## src/logic/hex_loader_pkg.sv

```systemverilog
package hex_loader_pkg;

    // --------------------------------------------------
    // timing, kept short so simulation runs quickly

    localparam int clocks_per_bit = 16;
    localparam int timeout_cycles = 2000;
    localparam int refresh_cycles = 8;

    // --------------------------------------------------
    // sizes

    localparam int w_digit = 8;
    localparam int w_word  = 32;

    // abcdefgh, segment a in bit 7, dot in bit 0 and always off
    function automatic logic [7:0] segments_of_hex (input logic [3:0] nibble);
        case (nibble)
            4'h0: return 8'b1111_1100;
            4'h1: return 8'b0110_0000;
            4'h2: return 8'b1101_1010;
            4'h3: return 8'b1111_0010;
            4'h4: return 8'b0110_0110;
            4'h5: return 8'b1011_0110;
            4'h6: return 8'b1011_1110;
            4'h7: return 8'b1110_0000;
            4'h8: return 8'b1111_1110;
            4'h9: return 8'b1111_0110;
            4'ha: return 8'b1110_1110;
            4'hb: return 8'b0011_1110;
            4'hc: return 8'b1001_1100;
            4'hd: return 8'b0111_1010;
            4'he: return 8'b1001_1110;
            default: return 8'b1000_1110;
        endcase
    endfunction

endpackage

```

## src/logic/word_if.sv

```systemverilog
interface word_if;

    import hex_loader_pkg::*;

    // one-cycle write strobe, address and data valid with it
    logic              valid;
    logic [w_word-1:0] address;
    logic [w_word-1:0] data;

    // parser status levels
    logic              busy;
    logic              error;

    modport source
    (
        output valid, address, data, busy, error
    );

    modport sink
    (
        input  valid, address, data, busy, error
    );

endinterface

```

## src/logic/uart_receiver.sv

```systemverilog
module uart_receiver
#(
    parameter int clocks_per_bit = hex_loader_pkg::clocks_per_bit
)
(
    input              clk,
    input              rst,
    input              rx,
    output logic       byte_valid,
    output logic [7:0] byte_data
);

    typedef enum logic [1:0]
    {
        st_idle,
        st_start,
        st_data,
        st_stop
    } state_t;

    state_t state;

    logic rx_meta;
    logic rx_sync;

    logic [$clog2(clocks_per_bit)-1:0] bit_timer;
    logic [2:0]                        bit_index;
    logic [7:0]                        shift;

    logic half_bit_done;
    logic full_bit_done;

    //--------------------------------------------------
    // input synchronizer, line idles high

    always_ff @(posedge clk or posedge rst)
        if (rst)
        begin
            rx_meta <= 1'b1;
            rx_sync <= 1'b1;
        end
        else
        begin
            rx_meta <= rx;
            rx_sync <= rx_meta;
        end

    assign half_bit_done = bit_timer == clocks_per_bit / 2 - 1;
    assign full_bit_done = bit_timer == clocks_per_bit - 1;

    //--------------------------------------------------
    // framing FSM

    always_ff @(posedge clk or posedge rst)
        if (rst)
        begin
            state      <= st_idle;
            bit_timer  <= '0;
            bit_index  <= '0;
            byte_valid <= 1'b0;
        end
        else
        begin
            byte_valid <= 1'b0;

            case (state)
                st_idle:
                    if (!rx_sync)
                    begin
                        state     <= st_start;
                        bit_timer <= '0;
                    end

                // confirm the start bit at its middle
                st_start:
                    if (half_bit_done)
                    begin
                        bit_timer <= '0;
                        bit_index <= '0;
                        state     <= rx_sync ? st_idle : st_data;
                    end
                    else
                        bit_timer <= bit_timer + 1'b1;

                st_data:
                    if (full_bit_done)
                    begin
                        bit_timer <= '0;
                        bit_index <= bit_index + 1'b1;

                        if (bit_index == 3'd7)
                            state <= st_stop;
                    end
                    else
                        bit_timer <= bit_timer + 1'b1;

                // a low stop bit drops the byte
                default:
                    if (full_bit_done)
                    begin
                        bit_timer  <= '0;
                        state      <= st_idle;
                        byte_valid <= rx_sync;
                    end
                    else
                        bit_timer <= bit_timer + 1'b1;
            endcase
        end

    // lsb first, so new bits enter at the top
    always_ff @(posedge clk)
        if (state == st_data && full_bit_done)
            shift <= { rx_sync, shift [7:1] };

    assign byte_data = shift;

endmodule

```

## src/logic/hex_parser.sv

```systemverilog
module hex_parser
(
    input        clk,
    input        rst,
    input        in_valid,
    input  [7:0] in_char,
    word_if.source words
);

    import hex_loader_pkg::*;

    logic              is_hex;
    logic              is_at;
    logic              is_sep;
    logic [3:0]        nibble;

    logic              token_open;
    logic              token_is_address;
    logic              error_flag;
    logic [w_word-1:0] acc;
    logic [w_word-1:0] cur_address;

    logic [$clog2(timeout_cycles)-1:0] idle_count;

    logic              emit_word;
    logic              load_address;

    logic              write_valid;
    logic [w_word-1:0] write_address;
    logic [w_word-1:0] write_data;

    //--------------------------------------------------
    // character classifier

    assign is_at  = in_char == 8'h40;
    assign is_sep = in_char == 8'h20 || in_char == 8'h0d || in_char == 8'h0a;

    always_comb
    begin
        is_hex = 1'b1;
        nibble = 4'h0;

        if (in_char >= "0" && in_char <= "9")
            nibble = in_char [3:0];
        else if ((in_char >= "a" && in_char <= "f") || (in_char >= "A" && in_char <= "F"))
            nibble = in_char [3:0] + 4'd9;
        else
            is_hex = 1'b0;
    end

    // separator closes an open token
    assign load_address = in_valid && is_sep && token_open &&  token_is_address;
    assign emit_word    = in_valid && is_sep && token_open && !token_is_address;

    //--------------------------------------------------
    // token control, address counter and timeout

    always_ff @(posedge clk or posedge rst)
        if (rst)
        begin
            token_open       <= 1'b0;
            token_is_address <= 1'b0;
            error_flag       <= 1'b0;
            cur_address      <= '0;
            idle_count       <= '0;
            write_valid      <= 1'b0;
        end
        else
        begin
            write_valid <= emit_word;

            if (load_address)
                cur_address <= acc;
            else if (emit_word)
                cur_address <= cur_address + w_word'(4);

            if (in_valid)
            begin
                idle_count <= '0;

                if (is_hex)
                begin
                    token_open <= 1'b1;

                    // a bare digit opens a data word
                    if (!token_open)
                        token_is_address <= 1'b0;
                end
                else if (is_at)
                begin
                    token_open       <= 1'b1;
                    token_is_address <= 1'b1;
                    error_flag       <= 1'b0;
                end
                else if (is_sep)
                    token_open <= 1'b0;
                else
                begin
                    token_open <= 1'b0;
                    error_flag <= 1'b1;
                end
            end
            else if (token_open)
            begin
                if (idle_count == timeout_cycles - 1)
                begin
                    token_open <= 1'b0;
                    error_flag <= 1'b1;
                    idle_count <= '0;
                end
                else
                    idle_count <= idle_count + 1'b1;
            end
        end

    //--------------------------------------------------
    // accumulator and write payload

    // extra digits fall off the top
    always_ff @(posedge clk)
        if (in_valid && is_hex)
            acc <= token_open ? { acc [w_word-5:0], nibble }
                              : { {(w_word-4){1'b0}}, nibble };
        else if (in_valid && is_at)
            acc <= '0;

    always_ff @(posedge clk)
        if (emit_word)
        begin
            write_address <= cur_address;
            write_data    <= acc;
        end

    assign words.valid   = write_valid;
    assign words.address = write_address;
    assign words.data    = write_data;
    assign words.busy    = token_open;
    assign words.error   = error_flag;

endmodule

```

## src/logic/readout_select.sv

```systemverilog
module readout_select
(
    input                                   clk,
    input                                   rst,
    input                                   byte_valid,
    input        [7:0]                      byte_data,
    input        [1:0]                      key,
    word_if.sink                            words,
    output logic [hex_loader_pkg::w_word-1:0] number
);

    import hex_loader_pkg::*;

    logic [w_word-1:0] byte_history;
    logic [w_word-1:0] last_address;
    logic [w_word-1:0] last_data;
    logic [w_word-1:0] write_count;

    //--------------------------------------------------
    // capture registers

    // newest byte in the low end
    always_ff @(posedge clk or posedge rst)
        if (rst)
            byte_history <= '0;
        else if (byte_valid)
            byte_history <= { byte_history [w_word-9:0], byte_data };

    always_ff @(posedge clk or posedge rst)
        if (rst)
        begin
            last_address <= '0;
            last_data    <= '0;
            write_count  <= '0;
        end
        else if (words.valid)
        begin
            last_address <= words.address;
            last_data    <= words.data;
            write_count  <= write_count + 1'b1;
        end

    //--------------------------------------------------
    // key selects what the display shows

    always_ff @(posedge clk or posedge rst)
        if (rst)
            number <= '0;
        else
            case (key)
                2'd0:    number <= byte_history;
                2'd1:    number <= last_address;
                2'd2:    number <= last_data;
                default: number <= write_count;
            endcase

endmodule

```

## src/logic/seven_segment_display.sv

```systemverilog
module seven_segment_display
#(
    parameter int w_digit = hex_loader_pkg::w_digit
)
(
    input                      clk,
    input                      rst,
    input        [31:0]        number,
    output logic [7:0]         abcdefgh,
    output logic [w_digit-1:0] digit
);

    import hex_loader_pkg::*;

    logic [$clog2(refresh_cycles)-1:0] refresh_count;
    logic [$clog2(w_digit)-1:0]        digit_index;
    logic                              advance;
    logic [3:0]                        nibble;

    //--------------------------------------------------
    // refresh timer

    assign advance = refresh_count == refresh_cycles - 1;

    always_ff @(posedge clk or posedge rst)
        if (rst)
            refresh_count <= '0;
        else if (advance)
            refresh_count <= '0;
        else
            refresh_count <= refresh_count + 1'b1;

    //--------------------------------------------------
    // one-hot scan, digit 0 first

    always_ff @(posedge clk or posedge rst)
        if (rst)
        begin
            digit       <= w_digit'(1);
            digit_index <= '0;
        end
        else if (advance)
        begin
            digit <= { digit [w_digit-2:0], digit [w_digit-1] };

            if (digit_index == w_digit - 1)
                digit_index <= '0;
            else
                digit_index <= digit_index + 1'b1;
        end

    // digit i shows bits 4i+3 down to 4i
    assign nibble   = number [digit_index * 4 +: 4];
    assign abcdefgh = segments_of_hex (nibble);

endmodule

```

## src/logic/hex_loader_top.sv

```systemverilog
module hex_loader_top
(
    input                                    clk,
    input                                    rst,
    input                                    uart_rx,
    input        [1:0]                       key,

    output                                   mem_we,
    output       [hex_loader_pkg::w_word-1:0]  mem_address,
    output       [hex_loader_pkg::w_word-1:0]  mem_data,

    output       [1:0]                       status,

    output       [7:0]                       abcdefgh,
    output       [hex_loader_pkg::w_digit-1:0] digit
);

    logic        byte_valid;
    logic [7:0]  byte_data;
    logic [31:0] number;

    word_if words ();

    //--------------------------------------------------
    // serial input and parsing

    uart_receiver receiver
    (
        .clk        ( clk        ),
        .rst        ( rst        ),
        .rx         ( uart_rx    ),
        .byte_valid ( byte_valid ),
        .byte_data  ( byte_data  )
    );

    hex_parser parser
    (
        .clk      ( clk        ),
        .rst      ( rst        ),
        .in_valid ( byte_valid ),
        .in_char  ( byte_data  ),
        .words    ( words      )
    );

    //--------------------------------------------------
    // readout and display

    readout_select readout
    (
        .clk        ( clk        ),
        .rst        ( rst        ),
        .byte_valid ( byte_valid ),
        .byte_data  ( byte_data  ),
        .key        ( key        ),
        .words      ( words      ),
        .number     ( number     )
    );

    seven_segment_display display
    (
        .clk      ( clk      ),
        .rst      ( rst      ),
        .number   ( number   ),
        .abcdefgh ( abcdefgh ),
        .digit    ( digit    )
    );

    // write port straight from the parser
    assign mem_we      = words.valid;
    assign mem_address = words.address;
    assign mem_data    = words.data;

    // error led in bit 1, busy in bit 0
    assign status = { words.error, words.busy };

endmodule

```

## config.mk

```make
export PLATFORM = sky130hd
export DESIGN_NAME = hex_loader_top
export DESIGN_NICKNAME = d
export VERILOG_FILES = /design/src/logic/hex_loader_pkg.sv /design/src/logic/word_if.sv /design/src/logic/uart_receiver.sv /design/src/logic/hex_parser.sv /design/src/logic/readout_select.sv /design/src/logic/seven_segment_display.sv /design/src/logic/hex_loader_top.sv
export SDC_FILE = /design/constraint.sdc
export NUM_CORES = 1
export LEC_CHECK = 0
export BUFFER_PORTS_ARGS = -buffer_cell sky130_fd_sc_hd__buf_2
export CORE_ASPECT_RATIO = 0.8
export CORE_MARGIN = 2
export CORE_UTILIZATION = 34
export DETAILED_ROUTE_END_ITERATION = 10
export GPL_TIMING_DRIVEN = 0
export PLACE_DENSITY = 0.61
export SYNTH_ARGS = -nofsm -noshare
export SYNTH_HDL_FRONTEND = slang
export SYNTH_SLANG_ARGS = --single-unit
```

## constraint.sdc

```tcl
create_clock -name clk -period 17.8 [get_ports clk]
set_input_delay 0 -clock clk [delete_from_list [all_inputs] [get_ports clk]]
set_output_delay 0 -clock clk [all_outputs]
set_load 0.005 [all_outputs]
```

-- After elaboration in Yosys (flattened, before gate mapping)
Memories as Yosys holds them, arrays and structs flattened.
Cells that the tools add are included.
- $add $sub $neg: 8
- $mul: 0
- divide/modulo/power cells: 0
- magnitude comparators: 6
- equality and inequality tests: 21
- shifts and indexed selects: 1
- mux-type cells: 45
- bitwise gates (word level): 0
- reductions and logical operators: 28
- operators by type and width (operator ; count):
    $mux W32 ; 5
    $pmux W32 S3 ; 1
    $mux W11 ; 3
    $add A32 B1 Y32 const B ; 1
    $add A32 B3 Y32 const B ; 1
    $shiftx A32 B6 Y4 ; 1
    $mux W4 ; 5
    $mux W1 ; 18
    $eq A8 B4 Y1 const B ; 2
    $ge A8 B7 Y1 const B ; 2
    $le A8 B7 Y1 const B ; 2
    $mux W2 ; 6
    $mux W3 ; 4
    $reduce_bool A2 Y1 ; 6
    $add A11 B1 Y11 const B ; 1
    $eq A11 B11 Y1 const B ; 1
    $logic_and A1 B1 Y1 ; 10
    $add A3 B1 Y3 const B ; 3
    $eq A3 B3 Y1 const B ; 3
    $eq A8 B6 Y1 const B ; 1
    $eq A8 B7 Y1 const B ; 1
    $ge A8 B6 Y1 const B ; 1
    $le A8 B6 Y1 const B ; 1
    $pmux W4 S2 ; 1
    19 further kinds ; 29
- register bits: 337
- bits in latches: 0
- bits in writable memories: 0
- ROM bits: 112
- input port bits: 5
- output and inout bits: 83
- word-level logic and storage cells: 134
- memories: 1
- memory list (memory ; words ; width ; rd ports ; clocked after memory_dff ; write ports ; RTL line ; source):
    (name not given) ; 16 ; 7 ; 1 ; 0 ; 0 ; hex_loader_pkg.sv:18 ; case (nibble)

-- Longest topological paths before layout
Gate-level depths: netlist of run 1.
- depth in word-level cells: 8
- gate-level depth with buffers: 9
- depth with buffers taken out: 8

-- Cells and area by module
Synthesis of run 1 repeated with hierarchy kept, for this count alone.
- cells, all modules: 1049
- area total of the unflattened synthesis: 14756.7 sq um
- by module, submodules not included (module ; instances ; cells each ; area an instance (sq um) ; seq. area each (sq um)):
    readout_select ; 1 ; 407 ; 6650.1 ; 4003.8
    hex_parser ; 1 ; 485 ; 6094.6 ; 4058.9
    seven_segment_display ; 1 ; 83 ; 1126.1 ; 351.6
    uart_receiver ; 1 ; 72 ; 870.8 ; 543.0
    hex_loader_top ; 1 ; 2 ; 15.0 ; 0.0

-- Least setup slack after synthesis of run 1
OpenSTA, ideal clock, no wires.
- kind: register to register
- from: register receiver.shift[0] (netlist: receiver.byte_data[0])
- to: register parser.write_address[0] (netlist: parser.words.address[0]) (enable)
- library setup time: 0.487 ns
- arrival time: 4.253 ns
- required time: 17.313 ns
- path slack: 13.060 ns
- stages on the path, launching flop included: 9
- path buffers: 2
- period minus slack after synthesis: 4.740 ns
- cells stage by stage: edfxtp_1 inv_1 ha_1 and4bb_2 o31ai_1 or2_1 buf_2 buf_2 nor2_1
- word-level cells in the longest chain between the ends: 6
- elaborated cells between the ends (all ways): 8
- those cells by class: eq/ne (3); reduce/logical (5)
- RTL lines (what ; RTL line ; source):
    from (decl) ; uart_receiver.sv:28 ; logic [7:0] shift;
    from (signal assigned) ; uart_receiver.sv:113 ; shift <= { rx_sync, shift [7:1] };
    $eq A8 B6 Y1 or $eq A8 B4 Y1 (tied branches) ; hex_parser.sv:36 ; assign is_sep = in_char == 8'h20 || in_char == 8'h0d || in_char == 8'h0a;
    $logic_or A1 B1 Y1 ; hex_parser.sv:36 ;
    $logic_or A1 B1 Y1 * ; hex_parser.sv:36 ;
    $logic_and A1 B1 Y1 * (3 in a row) ; hex_parser.sv:53 ; assign emit_word = in_valid && is_sep && token_open && !token_is_address;
    named net parser.emit_word ; hex_parser.sv:25 ; logic emit_word;
    to (signal assigned) ; hex_parser.sv:130 ; write_address <= cur_address;
    to (decl) ; hex_parser.sv:29 ; logic [w_word-1:0] write_address;
Mark *: on every way through the listed nets, which the timed path passes. The rest lies on a longest branch.
A chain may end at the register's enable or synchronous reset.

-- Worst setup path after layout of run 1
- from: register receiver.shift[1] (netlist: receiver.byte_data[1])
- to: register parser.write_data[26] (netlist: parser.words.data[26]) (enable)
- word-level cells in the longest chain between the ends: 6
- elaborated cells between the ends (all ways): 8
- those cells by class: eq/ne (3); reduce/logical (5)
- RTL lines (what ; RTL line ; source):
    $eq A8 B6 Y1 or $eq A8 B4 Y1 (tied branches) ; hex_parser.sv:36 ;
    $logic_or A1 B1 Y1 ; hex_parser.sv:36 ;
    $logic_or A1 B1 Y1 * ; hex_parser.sv:36 ;
    $logic_and A1 B1 Y1 * (3 in a row) ; hex_parser.sv:53 ;
    named net parser.emit_word ; hex_parser.sv:25 ;
    to (signal assigned) ; hex_parser.sv:131 ; write_data <= acc;
    to (decl) ; hex_parser.sv:30 ; logic [w_word-1:0] write_data;
Marks and branches as above.

==> flow_metrics.env, run 1 <==
export IMPL_die_y_um=190
export IMPL_internal_power_w=0.00132
export IMPL_synth_edf_count=104
export IMPL_synth_warnings=0
export IMPL_gp_congestion=0.865
export IMPL_utilization_pct=40.7
export IMPL_arrival_ns=3.49
export IMPL_synth_flop_cell="dfrtp_1"
export IMPL_crit_path_max_incr_delay_ns=0.62
export IMPL_path_cells="inv_1, ha_1, and4bb_1, o31ai_1, or2_1, buf_2, buf_2, nor2_4, buf_12, buf_12"
export IMPL_maxCapViolCount=0
export IMPL_cts_buffers=37
export IMPL_cts_root_buffer="clkbuf_16"
export IMPL_p_seq_share_pct=48.2
export IMPL_insertion_delay_ns=0.54
export IMPL_drive_above_1_share_pct=28.0
export IMPL_fin_skew_ns=0.0205
export IMPL_post_cts_buffers=0
export IMPL_mappedNetlistNets=1086
export IMPL_cts_tree="yes"
export IMPL_routed_wl_um=37300
export IMPL_vias_per_cell=5.22
export IMPL_drc=0
export IMPL_dpl_hpwl_um=27200
export IMPL_critPathSlowestCell="o31ai_1"
export IMPL_worst_setup_path_end_kind="flip-flop"
export IMPL_vias=9205
export IMPL_grt_pass1_vias=9147
export IMPL_cts_max_path_buffers=3
export IMPL_leakage_nw=7.47
export IMPL_ir_drop_mv=0.0495
export IMPL_dr_pass1_iters=5
export IMPL_fp_coreArea_sq_um=42200
export IMPL_initialDrtViolationCount=605
export IMPL_fin_crit_ns=3.21
export IMPL_ant_nets=0
export IMPL_worst_path_buf_inv=5
export IMPL_critPathRequiredTime_ns=18.08
export IMPL_avgSynthCellArea_sq_um=13.9
export IMPL_hold_class="primary input to flip-flop"
export IMPL_core_rowCount=67
export IMPL_critPathLaunchType="flip-flop"
export IMPL_yosysSeqAreaShare_pct=61.2
export IMPL_ctsHtreeMaxLevel=2
export IMPL_swShare_pct=22.2
export IMPL_cts_sinks=337
export IMPL_setup_violations=0
export IMPL_final_period_utilization_pct=18.0
export IMPL_portBuffers=84
export IMPL_path_max_fanout=31
export IMPL_grt_setup_unrepaired="no"
export IMPL_synth_area_sq_um=14600
export IMPL_die_x_um=236
export IMPL_ys_top_cells_by_area="dfrtp_1 39%, edfxtp_1 21%, mux2_2 8.5%, mux4_2 6.0%, ha_1 2.2%"
export IMPL_slew_viol_final=0
export IMPL_slew_headroom_pct=42.4
export IMPL_switching_power_w=0.000375
export IMPL_worst_pin_slew_ns=0.861
export IMPL_area_growth_syn_to_layout_pct=17.2
export IMPL_grt_max_degree=124
export IMPL_grt_pass1_wl_um=57000
export IMPL_dieArea_sq_um=44700
export IMPL_fin_nets=1214
export IMPL_critical_path_class="flip-flop to flip-flop"
export IMPL_wl_per_cell_um=21.2
export IMPL_fin_tns_setup_ns=0
export IMPL_hold_viol=0
export IMPL_clkPwrFrac_pct=47.6
export IMPL_grt_usage_pct=16.7
export IMPL_ys_async_sr_fraction_pct=69.1
export IMPL_globalRouteOverflowTotal=0
export IMPL_ios=88
export IMPL_crit_family="buffers and inverters"
export IMPL_yosysTopAreaCell="dfrtp_1"
export IMPL_ys_ff_latch=337
export IMPL_ys_top_cells_by_count="230 x dfrtp_1, 111 x mux2_2, 104 x edfxtp_1"
export IMPL_power_density_nw_per_um2=98.6
export IMPL_antenna_found_initial=0
export IMPL_clk_pin_slew_ns=0.06
export IMPL_fmax_mhz=311
export IMPL_comb_power_share_pct=4.2
export IMPL_synth_cell_types=79
export IMPL_post_synth_top_count_cell="dfrtp_1"
export IMPL_synth_top_area_share_pct=39.3
export IMPL_status="finished clean"
export IMPL_synthCells=1055
export IMPL_initial_utilization_pct=34.7
==> path summary, 6_finish.rpt <==
path | startpoint | end | slack, ns | cells past startpoint
setup / recovery | receiver.byte_data[1] | parser.words.data[26] | 14.59 | 10
hold / removal | key[0] | readout.number[0] | 0.05 | 2
setup reg to reg | receiver.byte_data[1] | parser.words.data[26] | 14.59 | 10
hold reg to reg | receiver.rx_meta | receiver.rx_sync | 0.36 | 0
max in group asynchronous | rst | parser.cur_address[14] | 16.56 | 4
min in group asynchronous | rst | parser.idle_count[3] | 0.15 | 3
==> worst reg2reg max path, stage by stage (launching register included) <==
cell,delay (ns)
edfxtp_1,0.52
inv_1,0.11
ha_1,0.23
and4bb_1,0.19
o31ai_1,0.62
or2_1,0.18
buf_2,0.23
buf_2,0.33
nor2_4,0.12
buf_12,0.23
buf_12,0.20
==> cell families (layout without fill, tap and decap cells) <==
kind of cell,after synthesis,in the layout,synth area share (%)
flip-flops,337,337,61.2
XOR/XNOR,37,37,2.21
adder cells (fa/ha/maj),26,26,2.22
buffers and inverters,81,238,2.59
AO/OA/AOI/OAI,146,146,6.67
AND/OR/NAND/NOR,269,269,9.91
multiplexers,158,158,15.2
other,1,2,0.0256
==> power by group through the flow <==
stage / Clock, W / Combinational (W) / Sequential, W
global placement: 0 / 0.0000680 / 0.000829
detailed placement: 0 / 0.0000715 / 0.000829
CTS: 0.000822 / 0.0000721 / 0.000814
global route: 0.000851 / 0.0000805 / 0.000815
floorplan: 0 / 0.0000552 / 0.000826
finish: 0.000805 / 0.0000713 / 0.000814
==> placed cells by master, fill, tap and decap left out, types with 35 or more instances in the layout <==
cell,netlist,layout
buf_2,9,93
nand2_1,60,59
edfxtp_1,104,104
a21oi_1,42,42
nand3_1,40,40
dfrtp_1,230,230
mux4_2,39,39
mux2_2,111,111
clkbuf_1,35,38
o21ai_0,35,35
clkbuf_16,0,38
nor2_1,47,46
==> per-stage QoR <==
stage	area, sq um	hold slack [ns]	instances	setup slack, ns	total power, W
after floorplan	14600	0.00448	1055	11.42	0.000881
after global placement	15800	0.107	1691	8.52	0.000897
after detailed placement	15800	0.111	1694	14.66	0.000901
after CTS	17200	0.0417	1764	14.65	0.00171
after global routing	17200	0.0576	1764	14.45	0.00175
final	17200	0.0514	1765	14.59	0.00169
==> area by class of cell <==
type	instances	area [sq um]
Antenna cell	1	2.50
Buffer	55	282
Clock buffer	42	976
Clock inverter	26	318
Fill cell	3849	25000
Inverter	26	105
Multi-Input combinational cell	637	5310
Sequential cell	337	8960
Tap cell	552	691
Timing Repair Buffer	89	508
==> timing repair <==
item | 4_1_cts | 5_1_grt
hold buffers | 2 | 0
gates resized for setup | 0 | 0
hold endpoints to repair | 110 | 0
==> state kept, by name, indices dropped and copies added (netlist names), 2 cells and up <==
register / flops
parser.cur_address: 32
display.digit: 8
parser.words.data: 32
parser.acc: 32
receiver.bit_index: 3
readout.last_data: 32
readout.last_address: 32
readout.write_count: 32
display.digit_index: 3
receiver.byte_data: 8
receiver.state: 2
parser.idle_count: 11
receiver.bit_timer: 4
display.refresh_count: 3
readout.byte_history: 32
readout.number: 32
parser.words.address: 32
==> per-layer routing <==
metal / part of all wire (%) / global-route usage, % / up-vias
li1: - / - / 4175
met1: 45 / 23.1 / 4689
met2: 47 / 27.1 / 275
met3: 4.8 / 2.42 / 66
met4: 3.1 / 5.88 / 0
met5: 0 / 0 / -
(Power assumes the default switching activity.)
==> run 2, diff against run 1 <==
--- a/config.mk
+++ b/config.mk
@@ -5,6 +5,7 @@
 export SDC_FILE = /design/constraint.sdc
 export NUM_CORES = 1
 export LEC_CHECK = 0
+export ABC_AREA = 1
 export BUFFER_PORTS_ARGS = -buffer_cell sky130_fd_sc_hd__buf_2
 export CORE_ASPECT_RATIO = 0.8
 export CORE_MARGIN = 2
==> constraint.sdc (replaced) <==
create_clock -name clk -period 3.3 [get_ports clk]
set_input_delay 0 -clock clk [delete_from_list [all_inputs] [get_ports clk]]
set_output_delay 0 -clock clk [all_outputs]
set_load 0.005 [all_outputs]
==> run 2 against run 1 <==
Compared with the run above: sequential share of layout area shrank 1.6 points; clock skew grew 0.0057 ns; die area grew 3.6%; synthesized cell count grew 56%; via count grew 27%; global-route usage grew 1.8 points; total power grew to 5.2 times the previous value; sequential power grew to 5.4 times the previous value; largest power group unchanged; highest routed layer unchanged.
==> flow_metrics.env, run 2 <==
export IMPL_maxCapViolCount=0
export IMPL_synth_top_family_by_area="simple AND/OR/NAND/NOR gates"
export IMPL_cts_max_path_buffers=3
export IMPL_grt_pass1_vias=11300
export IMPL_critPathLaunchType="flip-flop"
export IMPL_globalRouteOverflowTotal=0
export IMPL_ir_drop_mv=0.316
export IMPL_critPathRequiredTime_ns=3.30
export IMPL_cts_tree="yes"
export IMPL_slew_viol_final=0
export IMPL_synth_flop_cell="dfrtp_1"
export IMPL_drive_above_1_share_pct=11.7
export IMPL_nFillCells=4423
export IMPL_fmax_mhz=330
export IMPL_die_x_um=240
export IMPL_place_inst=2345
export IMPL_grt_pass1_wl_um=65700
export IMPL_dieArea_sq_um=46400
export IMPL_area_growth_syn_to_layout_pct=16.7
export IMPL_diodes=0
export IMPL_final_cell_mix="572 x nand2_1, 230 x dfrtp_1, 163 x inv_1"
export IMPL_worst_setup_path_end_kind="output pin"
export IMPL_yosysSeqAreaShare_pct=59.0
export IMPL_synthAdderAreaFrac_pct=2.14
export IMPL_grt_usage_pct=18.6
export IMPL_cts_root_buffer="clkbuf_16"
export IMPL_post_cts_buffers=0
export IMPL_routed_wl_um=41800
export IMPL_ys_top_cells_by_count="573 x nand2_1, 230 x dfrtp_1, 164 x inv_1"
export IMPL_critical_path_class="flip-flop to output pin"
export IMPL_post_synth_top_count_cell="nand2_1"
export IMPL_insertion_delay_ns=0.55
export IMPL_path_max_fanout=10
export IMPL_clk_pin_slew_ns=0.06
export IMPL_arrival_ns=3.03
export IMPL_dpl_hpwl_um=31200
export IMPL_ios=88
export IMPL_cts_sinks=337
export IMPL_grt_max_degree=75
export IMPL_synth_mux_area_share_pct=0
export IMPL_avgSynthCellArea_sq_um=9.20
export IMPL_fp_coreArea_sq_um=44200
export IMPL_final_period_utilization_pct=91.8
export IMPL_antenna_found_initial=0
export IMPL_hold_path_cell_count=2
export IMPL_ys_ff_latch=337
export IMPL_die_y_um=193
export IMPL_initial_utilization_pct=34.3
export IMPL_vias_per_cell=4.84
export IMPL_finalNonFillerCells=2417
export IMPL_hold_viol=0
export IMPL_fin_crit_ns=3.03
export IMPL_portBuffers=86
export IMPL_synth_edf_count=104
export IMPL_ant_nets=0
export IMPL_synth_compound_gate_area_share_pct=5.87
export IMPL_rr_worst_depth=9
export IMPL_mappedNetlistNets=1681
export IMPL_final_common_cell="nand2_1"
export IMPL_synth_cell_types=47
export IMPL_synth_warnings=0
export IMPL_synth_xor_area_share_pct=3.12
export IMPL_fin_nets=1816
export IMPL_fin_ws_ns=0.272
export IMPL_synth_area_sq_um=15200
export IMPL_ys_async_sr_fraction_pct=69.1
export IMPL_worst_pin_slew_ns=1.05
export IMPL_power_density_nw_per_um2=495
export IMPL_grt_setup_unrepaired="no"
export IMPL_drc=0
export IMPL_gp_congestion=0.919
export IMPL_yosys_area_share_simple_pct=23.9
export IMPL_hold_class="primary input to flip-flop"
export IMPL_slew_headroom_pct=29.8
export IMPL_leakage_nw=7.98
export IMPL_synthCells=1650
export IMPL_core_rowCount=69
export IMPL_initialDrtViolationCount=1285
export IMPL_vias=11700
export IMPL_synth_top_area_share_pct=37.9
export IMPL_ys_top_cells_by_area="dfrtp_1 38%, edfxtp_1 21%, nand2_1 14%, inv_1 4.1%, nor2_1 2.9%"
export IMPL_status="finished clean"
export IMPL_dr_pass1_iters=6
export IMPL_yosysTopAreaCell="dfrtp_1"
export IMPL_fin_skew_ns=0.0263
export IMPL_pre_cts_slack_ns=0.374
export IMPL_setup_violations=0
export IMPL_cts_buffers=37
export IMPL_wl_per_cell_um=17.3
export IMPL_ctsHtreeMaxLevel=2
-- run 2: changes by cell type after synthesis, sizes merged, moves of 33 or more --
cell	delta
mux2	-111
nor2	+75
mux4	-40
nand3	+34
o21ai	+52
inv	+141
and2	-33
nand2	+526
-- run 2: layer usage --
layer  vias to the layer above  global-route usage [%]  wire (um)
met3                        71                    2.59       2340
met2                       342                    28.6      18700
met5                         -                       0          0
met1                      5700                    27.3      19700
met4                         0                    5.38       1030
li1                       5586                       -          -
-- run 2: power breakdown --
part | internal (W) | switching, W | total (W)
Sequential | 0.00433 | 0.0000418 | 0.00438
Combinational | 0.000121 | 0.000244 | 0.000365
Clock | 0.00227 | 0.00176 | 0.00403
Total | 0.00672 | 0.00204 | 0.00877
-- run 2: what timing repair did --
action                                 in CTS  in global routing
hold buffers                                4                  0
endpoints found under the hold margin      39                  0
setup endpoints to repair                   0                  6
gates resized for setup                     0                  2
-- run 2: worst paths after layout --
check / startpoint / end / slack, ns
max in group asynchronous: rst / parser.cur_address[10] / 1.70
worst min register to register: receiver.rx_meta / receiver.rx_sync / 0.36
worst max register to register: receiver.byte_data[0] / parser.words.data[26] / 0.38
worst max-delay path: display.digit_index[0] / abcdefgh[4] / 0.27
min in group asynchronous: rst / display.digit[6] / 0.20
worst min-delay path: uart_rx / receiver.rx_meta / 0.12
-- run 2: cell families after synthesis --
logic type,Yosys count
and+or+nand+nor,851
DFF,337
buffers and inverters,221
AOI/OAI and AO/OA,160
xor gates and xnor gates,54
adders and majority gates,26
other,1
-- run 2: layout make-up --
cell class | instances | area [sq um] | area share (%)
buffer | 52 | 277 | 1.56
clock buffer | 47 | 1000 | 5.67
inverter | 169 | 638 | 3.60
sequential | 337 | 8960 | 50.6
multi-input combinational | 1092 | 5320 | 30.0
clock inverter | 21 | 163 | 0.918
tap | 603 | 754 | 4.26
timing repair buffer | 96 | 598 | 3.38
-- run 2: metrics by stage --
stage | TNS, ns | hold WS (ns) | util, % | area (sq um) | power [W]
2_1_floorplan | 0 | 0.00448 | - | 15200 | 0.00471
3_3_place_gp | -297.79 | 0.116 | 37.0 | 16400 | 0.00479
3_5_place_dp | 0 | 0.120 | 37.3 | 16500 | 0.00482
4_1_cts | 0 | 0.0937 | 40.1 | 17700 | 0.00885
5_1_grt | 0 | 0.0959 | 40.1 | 17700 | 0.00908
6_report | 0 | 0.116 | 40.1 | 17700 | 0.00877
-- run 2: critical path: stages, from the launching register on --
cell,delay (ns)
dfrtp_1,0.38
buf_4,0.18
inv_2,0.14
buf_4,0.20
o21ai_0,0.09
o22ai_1,0.13
inv_1,0.08
o21ai_1,0.38
inv_1,0.17
ha_1,0.32
nand2_1,0.09
o21ai_0,0.10
nand2_1,0.07
nand2_1,0.05
buf_2,0.12
==> run 3, diff against run 2 <==
--- a/config.mk
+++ b/config.mk
@@ -5,7 +5,6 @@
 export SDC_FILE = /design/constraint.sdc
 export NUM_CORES = 1
 export LEC_CHECK = 0
-export ABC_AREA = 1
 export BUFFER_PORTS_ARGS = -buffer_cell sky130_fd_sc_hd__buf_2
 export CORE_ASPECT_RATIO = 0.8
 export CORE_MARGIN = 2
==> run 3 against run 2 <==
Compared with the run above: via count is 21% lower; total power grew 3.1%; clock skew is 0.0066 ns lower; utilization increased by 0.82 points; sequential cell count unchanged; combinational power rose by 9.9%; final cell count decreased by 27%.
==> flow_metrics.env, run 3 (synthesis results as in run 1) <==
export IMPL_power_density_nw_per_um2=524
export IMPL_hold_viol=0
export IMPL_cts_tree="yes"
export IMPL_hold_class="primary input to async pin"
export IMPL_clk_pin_slew_ns=0.06
export IMPL_cts_max_path_buffers=3
export IMPL_fin_skew_ns=0.0197
export IMPL_dieArea_sq_um=44700
export IMPL_insertion_delay_ns=0.53
export IMPL_grt_setup_unrepaired="no"
export IMPL_routed_wl_um=37400
export IMPL_multi_input_area_sq_um=5320
export IMPL_cts_buffers=37
export IMPL_die_y_um=190
export IMPL_leakage_nw=7.51
export IMPL_crit_path_max_incr_delay_ns=0.54
export IMPL_initial_utilization_pct=34.7
export IMPL_path_cells="inv_1, ha_1, and4bb_2, o31ai_1, or2_1, buf_2, buf_2, nor2_4, buf_12"
export IMPL_critPathLaunchType="flip-flop"
export IMPL_initialDrtViolationCount=724
export IMPL_arrival_ns=3.29
export IMPL_critPathRequiredTime_ns=3.53
export IMPL_dr_pass1_iters=5
export IMPL_crit_path_start="receiver.byte_data[0]"
export IMPL_fp_coreArea_sq_um=42200
export IMPL_hold_ws_ns=0.0541
export IMPL_area_growth_syn_to_layout_pct=17.8
export IMPL_ios=88
export IMPL_maxCapViolCount=0
export IMPL_critical_path_class="flip-flop to flip-flop"
export IMPL_fin_nets=1220
export IMPL_grt_pass1_vias=9105
export IMPL_setup_violations=0
export IMPL_gp_congestion=0.877
export IMPL_nFillCells=3911
export IMPL_slew_headroom_pct=47.7
export IMPL_drive_above_1_share_pct=28.6
export IMPL_core_rowCount=67
export IMPL_ant_nets=0
export IMPL_place_inst=1699
export IMPL_worst_setup_path_end_kind="flip-flop"
export IMPL_vias=9216
export IMPL_status="finished clean"
export IMPL_globalRouteOverflowTotal=0
export IMPL_slew_viol_final=0
export IMPL_wl_per_cell_um=21.1
export IMPL_grt_usage_pct=17.0
export IMPL_grt_pass1_wl_um=57800
export IMPL_worst_path_buf_inv=4
export IMPL_grt_max_degree=45
export IMPL_post_cts_buffers=0
export IMPL_drc=0
export IMPL_path_max_fanout=31
export IMPL_cts_sinks=337
export IMPL_fin_tns_setup_ns=0
export IMPL_final_common_cell="dfrtp_1"
export IMPL_final_cell_mix="230 x dfrtp_1, 111 x mux2_2, 104 x edfxtp_1"
export IMPL_fin_crit_ns=3.06
export IMPL_worst_pin_slew_ns=0.784
export IMPL_vias_per_cell=5.21
export IMPL_portBuffers=84
export IMPL_fmax_mhz=327
export IMPL_finalNonFillerCells=1770
export IMPL_ff_latch_area_sq_um=8960
export IMPL_die_x_um=236
export IMPL_crit_path_frequent_cell="buf_2"
export IMPL_critPathSlowestCell="nor2_4"
export IMPL_final_period_utilization_pct=92.7
export IMPL_diodes=0
export IMPL_dpl_hpwl_um=27900
export IMPL_power_total_w=0.00904
export IMPL_crit_family="simple AND/OR/NAND/NOR gates"
export IMPL_reg2reg_from="receiver.byte_data[0]"
export IMPL_antenna_found_initial=0
export IMPL_ir_drop_mv=0.345
export IMPL_cts_root_buffer="clkbuf_16"
export IMPL_ctsHtreeMaxLevel=2
run 3: path summary, 6_finish.rpt:
path | to | slack [ns] | cells after the start
max | parser.words.address[23] | 0.24 | 9
min | parser.idle_count[1] | 0.05 | 3
max in group asynchronous | parser.cur_address[28] | 2.21 | 6
min in group clk | receiver.rx_meta | 0.13 | 2
max reg2reg | parser.words.address[23] | 0.24 | 9
min reg2reg | receiver.rx_sync | 0.36 | 0
run 3: layout make-up:
cell class | count | share of cell area [%]
Sequential cell | 337 | 52.0
Multi-Input combinational cell | 637 | 30.9
Clock buffer | 53 | 6.31
Tap cell | 552 | 4.01
Timing Repair Buffer | 95 | 3.58
Buffer | 55 | 1.63
Clock inverter | 15 | 1.06
Inverter | 26 | 0.588
run 3: tightest hold or removal path, stage by stage:
cell and delay [ns]:
dlygate4sd3_1 0.53, buf_2 0.13, clkinvlp_4 0.35
run 3: what timing repair did:
item,4_1_cts,5_1_grt
endpoints found under the hold margin,84,0
endpoints found under the setup margin,0,36
hold buffers,3,0
resized for setup,0,2
run 3: per-layer routing:
| metal | wire [um] | share of wire [%] | track usage, % | vias up |
|---|---|---|---|---|
| li1 | - | - | - | 4185 |
| met1 | 17000 | 45 | 23.9 | 4738 |
| met2 | 17900 | 48 | 27.4 | 244 |
| met3 | 1630 | 4.4 | 2.29 | 49 |
| met4 | 882 | 2.4 | 5.27 | 0 |
| met5 | 0 | 0 | 0 | - |
run 3: per-stage QoR:
stage / setup slack (ns) / util, % / area (sq um)
floorplan: 0.253 / - / 14700
global placement: -1.31 / 37.4 / 15800
detailed placement: 0.140 / 37.8 / 15900
CTS: 0.129 / 40.9 / 17200
global route: 0.0731 / 40.9 / 17200
finish: 0.240 / 40.9 / 17200
run 3: power breakdown:
group	switching [W]	leakage [nW]	internal, W	total (W)
Sequential	0.0000511	4.26	0.00434	0.00439
Combinational	0.000252	2.63	0.000149	0.000401
Clock	0.00170	0.622	0.00255	0.00425
Total	0.00201	7.51	0.00704	0.00904
